==> src/hazardPkg.sv <==
package hazardPkg;

    // instruction and field types
    typedef logic [15:0] instr_t;
    typedef logic [4:0]  opcode_t;
    typedef logic [2:0]  regIdx_t;
    typedef logic [1:0]  wbSel_t;

    // forwarding word {storeSel, enable, memToEx, source}
    typedef logic [4:0]  fwdCtrl_t;

    // writeback data sources
    localparam wbSel_t wbPc  = 2'b00;
    localparam wbSel_t wbMem = 2'b01;
    localparam wbSel_t wbAlu = 2'b10;
    localparam wbSel_t wbImm = 2'b11;

    // bit positions inside fwdCtrl_t
    localparam int FWD_STORE_SEL = 4;
    localparam int FWD_ENABLE    = 3;
    localparam int FWD_MEM_TO_EX = 2;

    // instruction field positions
    localparam int OPCODE_LSB = 11;
    localparam int RS_LSB     = 8;
    localparam int RT_LSB     = 5;

    // slots of the pending-write bus, youngest first
    localparam int STAGE_D = 0;
    localparam int STAGE_X = 1;
    localparam int STAGE_M = 2;

    // opcodes the hazard logic cares about by name
    localparam opcode_t OP_ST    = 5'b10000;
    localparam opcode_t OP_STU   = 5'b10011;
    localparam opcode_t OP_ARITH = 5'b11011;
    localparam opcode_t OP_BIT   = 5'b11010;
    localparam opcode_t OP_LBI   = 5'b11000;
    localparam opcode_t OP_HALT  = 5'b00000;
    localparam opcode_t OP_NOP   = 5'b00001;
    localparam opcode_t OP_SIIC  = 5'b00010;
    localparam opcode_t OP_RTI   = 5'b00011;

    // bubble inserted into decode
    localparam instr_t NOP_INSTR = {OP_NOP, 11'b0};

endpackage

==> src/writerBus.sv <==
`timescale 1ns/1ps

// pending register writes of the stages after fetch
interface writerBus #(
    parameter int StageCount = 3
);

    // one slot per compared stage, indexed by hazardPkg::STAGE_*
    logic [StageCount-1:0]              regWrt;
    hazardPkg::regIdx_t [StageCount-1:0] wrtReg;

    // writeback source is only known for decode and execute
    hazardPkg::wbSel_t [1:0]            wbDataSel;

    modport producer (
        output regWrt,
        output wrtReg,
        output wbDataSel
    );

    modport consumer (
        input regWrt,
        input wrtReg,
        input wbDataSel
    );

endinterface

==> src/operandDecode.sv <==
`timescale 1ns/1ps

module operandDecode (
    input  hazardPkg::opcode_t opcode,
    output logic               useRs,
    output logic               useRt,
    output logic               storeOp,
    output logic               exempt
);

    // which source fields the opcode actually reads
    always_comb begin
        useRs = 1'b0;
        useRt = 1'b0;
        casez (opcode)
            // rs plus rt (rt holds the store data for ST/STU)
            hazardPkg::OP_ST,
            hazardPkg::OP_STU,
            hazardPkg::OP_ARITH,
            hazardPkg::OP_BIT,
            5'b111??: begin
                useRs = 1'b1;
                useRt = 1'b1;
            end

            // branches read rs
            5'b011??: begin
                useRs = 1'b1;
            end

            // JR and JALR read rs
            5'b001?1: begin
                useRs = 1'b1;
            end

            // nothing read from the register file
            hazardPkg::OP_LBI,
            hazardPkg::OP_HALT,
            hazardPkg::OP_NOP,
            hazardPkg::OP_SIIC,
            hazardPkg::OP_RTI,
            5'b001?0: begin
                useRs = 1'b0;
                useRt = 1'b0;
            end

            // everything else is an rs-only immediate form
            default: begin
                useRs = 1'b1;
            end
        endcase
    end

    assign storeOp = (opcode == hazardPkg::OP_ST) || (opcode == hazardPkg::OP_STU);

    // siic and rti always issue, even under jumps or reset
    assign exempt = (opcode == hazardPkg::OP_SIIC) || (opcode == hazardPkg::OP_RTI);

endmodule

==> src/operandHazard.sv <==
`timescale 1ns/1ps

module operandHazard (
    input  logic                  clk,
    input  hazardPkg::regIdx_t    src,
    input  logic                  used,
    input  logic                  storeOp,
    writerBus.consumer            writers,
    output logic                  stall,
    output hazardPkg::fwdCtrl_t   fwd
);

    logic            matchD;
    logic            matchX;
    logic            matchM;
    logic            loadUse;
    hazardPkg::wbSel_t fwdSrc;

    // a stage matches when it writes the register this source reads
    assign matchD = writers.regWrt[hazardPkg::STAGE_D]
                 && (writers.wrtReg[hazardPkg::STAGE_D] == src);
    assign matchX = writers.regWrt[hazardPkg::STAGE_X]
                 && (writers.wrtReg[hazardPkg::STAGE_X] == src);
    assign matchM = writers.regWrt[hazardPkg::STAGE_M]
                 && (writers.wrtReg[hazardPkg::STAGE_M] == src);

    // load in decode cannot be forwarded in time
    assign loadUse = matchD
                  && (writers.wbDataSel[hazardPkg::STAGE_D] == hazardPkg::wbMem);

    // memory-stage write has no forward path, unless a newer write shadows it
    assign stall = used && ((matchM && !matchX && !matchD) || loadUse);

    // the youngest matching stage supplies the data
    assign fwdSrc = matchD ? writers.wbDataSel[hazardPkg::STAGE_D]
                           : writers.wbDataSel[hazardPkg::STAGE_X];

    always_comb begin
        fwd = '0;
        if (used) begin
            fwd[hazardPkg::FWD_STORE_SEL] = storeOp;
            fwd[hazardPkg::FWD_ENABLE]    = (matchD || matchX) && !loadUse;
            // low selects execute-to-execute
            fwd[hazardPkg::FWD_MEM_TO_EX] = !matchD;
            fwd[1:0]                      = fwdSrc;
        end
    end

    // a source is either stalled or forwarded, never both
    stallExcludesForward: assert property (
        @(posedge clk) !(stall && fwd[hazardPkg::FWD_ENABLE])
    ) else $error("operandHazard: stall and forward enable both set");

    // unread sources must not steer the execute muxes
    unusedIsQuiet: assert property (
        @(posedge clk) !used |-> (fwd == '0) && !stall
    ) else $error("operandHazard: unused source has nonzero control");

endmodule

==> src/issueGate.sv <==
`timescale 1ns/1ps

module issueGate (
    input  logic                clk,
    input  logic                reset,
    input  hazardPkg::instr_t   fetchInst,
    input  logic                exempt,
    input  logic                stallA,
    input  logic                stallB,
    input  logic                jumpInstD,
    input  logic                jumpInstX,
    output hazardPkg::instr_t   nextInst,
    output logic                pcNop
);

    logic squash;

    // any source stall holds the program counter
    assign pcNop = stallA || stallB;

    // jumps only flush the slot because the pc is redirected elsewhere
    assign squash = !exempt && (reset || pcNop || jumpInstD || jumpInstX);

    assign nextInst = squash ? hazardPkg::NOP_INSTR : fetchInst;

    // a held pc must never let the stalled instruction through
    holdInsertsBubble: assert property (
        @(posedge clk) pcNop |-> (nextInst == hazardPkg::NOP_INSTR)
    ) else $error("issueGate: pcNop raised but instruction issued");

endmodule

==> src/hazardDet.sv <==
`timescale 1ns/1ps

module hazardDet #(
    parameter int StageCount = 3
) (
    input  logic                  clk,
    input  logic                  reset,
    input  hazardPkg::instr_t     fetchInst,
    input  logic                  jumpInstD,
    input  logic                  jumpInstX,
    input  logic                  regWrtD,
    input  logic                  regWrtX,
    input  logic                  regWrtM,
    input  hazardPkg::regIdx_t    wrtRegD,
    input  hazardPkg::regIdx_t    wrtRegX,
    input  hazardPkg::regIdx_t    wrtRegM,
    input  hazardPkg::wbSel_t     wbDataSelD,
    input  hazardPkg::wbSel_t     wbDataSelX,
    output hazardPkg::instr_t     nextInst,
    output logic                  pcNop,
    output hazardPkg::fwdCtrl_t   fwdA,
    output hazardPkg::fwdCtrl_t   fwdB
);

    logic useRs;
    logic useRt;
    logic storeOp;
    logic exempt;
    logic stallA;
    logic stallB;

    writerBus #(.StageCount(StageCount)) writers ();

    // gather the later-stage writes onto the bus
    always_comb begin
        writers.regWrt                       = '0;
        writers.wrtReg                       = '0;
        writers.regWrt[hazardPkg::STAGE_D]   = regWrtD;
        writers.regWrt[hazardPkg::STAGE_X]   = regWrtX;
        writers.regWrt[hazardPkg::STAGE_M]   = regWrtM;
        writers.wrtReg[hazardPkg::STAGE_D]   = wrtRegD;
        writers.wrtReg[hazardPkg::STAGE_X]   = wrtRegX;
        writers.wrtReg[hazardPkg::STAGE_M]   = wrtRegM;
        writers.wbDataSel[hazardPkg::STAGE_D] = wbDataSelD;
        writers.wbDataSel[hazardPkg::STAGE_X] = wbDataSelX;
    end

    operandDecode decode (
        .opcode  (fetchInst[hazardPkg::OPCODE_LSB +: $bits(hazardPkg::opcode_t)]),
        .useRs   (useRs),
        .useRt   (useRt),
        .storeOp (storeOp),
        .exempt  (exempt)
    );

    // source A reads rs, never a store operand
    operandHazard srcA (
        .clk     (clk),
        .src     (fetchInst[hazardPkg::RS_LSB +: $bits(hazardPkg::regIdx_t)]),
        .used    (useRs),
        .storeOp (1'b0),
        .writers (writers.consumer),
        .stall   (stallA),
        .fwd     (fwdA)
    );

    // source B reads rt, which is the store data on ST/STU
    operandHazard srcB (
        .clk     (clk),
        .src     (fetchInst[hazardPkg::RT_LSB +: $bits(hazardPkg::regIdx_t)]),
        .used    (useRt),
        .storeOp (storeOp),
        .writers (writers.consumer),
        .stall   (stallB),
        .fwd     (fwdB)
    );

    issueGate gate (
        .clk       (clk),
        .reset     (reset),
        .fetchInst (fetchInst),
        .exempt    (exempt),
        .stallA    (stallA),
        .stallB    (stallB),
        .jumpInstD (jumpInstD),
        .jumpInstX (jumpInstX),
        .nextInst  (nextInst),
        .pcNop     (pcNop)
    );

endmodule

==> config.mk <==
export PLATFORM = sky130hd
export DESIGN_NAME = hazardDet
export DESIGN_NICKNAME = d
export VERILOG_FILES = /design/src/hazardPkg.sv /design/src/writerBus.sv /design/src/operandDecode.sv /design/src/operandHazard.sv /design/src/issueGate.sv /design/src/hazardDet.sv
export SDC_FILE = /design/constraint.sdc
export NUM_CORES = 1
export LEC_CHECK = 0
export BUFFER_PORTS_ARGS = -buffer_cell sky130_fd_sc_hd__buf_2
export CAP_MARGIN = 20
export CORE_MARGIN = 1.5
export CORE_UTILIZATION = 42
export DETAILED_ROUTE_END_ITERATION = 16
export GPL_TIMING_DRIVEN = 0
export PLACE_DENSITY = 0.9
export SLEW_MARGIN = 5
export SYNTH_ARGS = -nofsm -noshare
export SYNTH_HDL_FRONTEND = slang
export SYNTH_SLANG_ARGS = --single-unit
==> constraint.sdc <==
create_clock -name vclk -period 2.56
set_input_delay 0.128 -clock vclk [all_inputs]
set_output_delay 0.128 -clock vclk [all_outputs]
set_load 0.01 [all_outputs]
==> impl_metrics.tcl <==
set metrics [dict create \
    vias 834 \
    crit_required_ps 2430 \
    fin_setup_tns_ps 0 \
    worstHoldStart "fetchInst[4]" \
    outcome "completed" \
    syn_avg_cell_area_um2 8.34 \
    vias_per_cell 5.31 \
    worstSetupStartpoint "fetchInst[8]" \
    gr-usage-all-layers_pct 18.8 \
    finalNonFillerCells 157 \
    regArea_um2 0 \
    antenna_found_initial 0 \
    die_w_um 43.1 \
    dr.first_iter.drc_count 7 \
    nFillCells 132 \
    cts_setup_buffers 0 \
    rsz0062_at_grt "no" \
    routedWlPerCell_um 12.2 \
    initial_utilization_pct 44.9 \
    post-dp-hpwl_um 1680 \
    end_kind "output pin" \
    path_common_cell "buf_2" \
    fp-row-count 14 \
    clock.fmax_ghz 0.553 \
    worstPathArrival_ps 1680 \
    synth_cells 81 \
    cpMaxStageDelayCell "mux2i_2" \
    syn-cell-area_um2 676 \
    totalWireLength_um 1920 \
    yosysSeqAreaShare_pct 0 \
    hp-class "in2out" \
    place_congestion 0.674 \
    drt-pass1-iter-count 4 \
    hold_viol 0 \
    crit_path_max_incr_delay_ps 340 \
    p_leak_nw 0.511 \
    hold_buffers 0 \
    synth.net_count 117 \
    die_y_um 43.1 \
    cp-start-kind "input port" \
    nets 179 \
    cellPowerDensity_nw_per_um2 173 \
    slew_violations 0 \
    nClkBuffers 0 \
    die-area_um2 1860 \
    post-route-period-util_pct 70.6 \
    multiInputGateArea_um2 633 \
    io_buffers 60 \
    drive_gt1_share_pct 58.2 \
    total_power_uw 173 \
    area_growth_pct 47.4 \
    dp.cells 157 \
    ys_warn_count 0 \
    finalCriticalPeriod_ps 1810 \
    post_cts_resized 0 \
    grt_max_degree 11 \
    crit_fanout 10 \
    core-area_um2 1510 \
    num_antenna_cells 0 \
    setup_viol 0 \
    grt_pass1_vias 715 \
    drc 0 \
    overflow 0 \
    grt_pass1_wl_um 2860 \
    synth.distinct_cells 28 \
    worstPathCellList "buf_2 -> xnor2_1 -> nand4_2 -> mux2i_2 -> o21ai_2 -> buf_6 -> nor3b_2 -> buf_2" \
    io-pin-count 63 \
    vdd_drop_max_uv 91.0 \
    layout.sequential_cells 0 \
    drtAntennaViolNets 0 \
    drv_cap 0 \
    path_class "in2out" \
]
[cell usage in the layout, fill, tap and decap left out, drive strengths merged, types with 2 or more instances in the layout]
| cell | count |
|---|---|
| or3 | 2 |
| nand2 | 3 |
| mux2i | 6 |
| nor2b | 6 |
| buf | 64 |
| nor3 | 4 |
| nor3b | 13 |
| nor4 | 2 |
| xor2 | 3 |
| a21o | 3 |
| o21ai | 2 |
| xnor2 | 16 |
| nand4 | 5 |
| nor2 | 4 |
| inv | 2 |
[worst paths after layout]
kind | cells after the start | to | slack [ps]
worst max-delay path | 8 | nextInst[1] | 750
worst min-delay path | 3 | nextInst[4] | 590
[cell families (layout without fill, tap and decap cells)]
kind of cell | count (synthesis) | count (layout) | synth area share, %
XOR/XNOR | 19 | 19 | 24.6
buffers and inverters | 6 | 66 | 6.30
other | 1 | 1 | 0.555
AND/OR/NAND/NOR | 40 | 40 | 47.4
multiplexers | 6 | 6 | 10.0
AO/OA/AOI/OAI | 9 | 9 | 11.1
[critical path, delay by kind of cell]
family          cells  cell delay (ps)
simple gates        2              400
compound gates      1              150
buf+inv             3              450
xor+xnor            1              200
mux                 1              340
[through the flow]
step / hold WS (ps) / instance area, um^2 / utilization, % / setup WS [ps]
3_5_place_dp: 592 / 996 / 66.1 / 756
5_1_grt: 605 / 996 / 66.1 / 626
4_1_cts: 596 / 996 / 66.1 / 754
3_3_place_gp: 593 / 996 / 66.1 / 819
6_report: 590 / 996 / 66.1 / 752
2_1_floorplan: 309 / 676 / - / 1110
[layer usage]
metal	share of wire (%)	track usage, %	wire, um
met1	41	23.0	783
met2	50	37.0	965
met3	8.4	0.426	161
met4	0.62	1.21	12
met5	0	0	0
[layout make-up]
type                            count  area share (%)
Buffer                              4            3.52
Inverter                            2           0.754
Multi-Input combinational cell     75            63.6
Tap cell                           16            2.01
Timing Repair Buffer               60            30.2
[cell usage after synthesis (3+ instances only)]
master    n  area share [%]
nor3_1    3             2.2
nand4_1   3             2.8
a21o_1    3             3.3
nor2_1    4             2.2
nor3b_1   3             3.3
nand2_1   3             1.7
nor2b_1   6             5.6
xnor2_1  16              21
mux2i_1   4             5.9
xor2_1    3             3.9
nor3b_2  10              19
[report_power, final]
part / internal, mW / switching [mW]
clock: 0 / 0
combinational: 0.0831 / 0.0896
sequential: 0 / 0
Power figures use the tool's default switching activity.
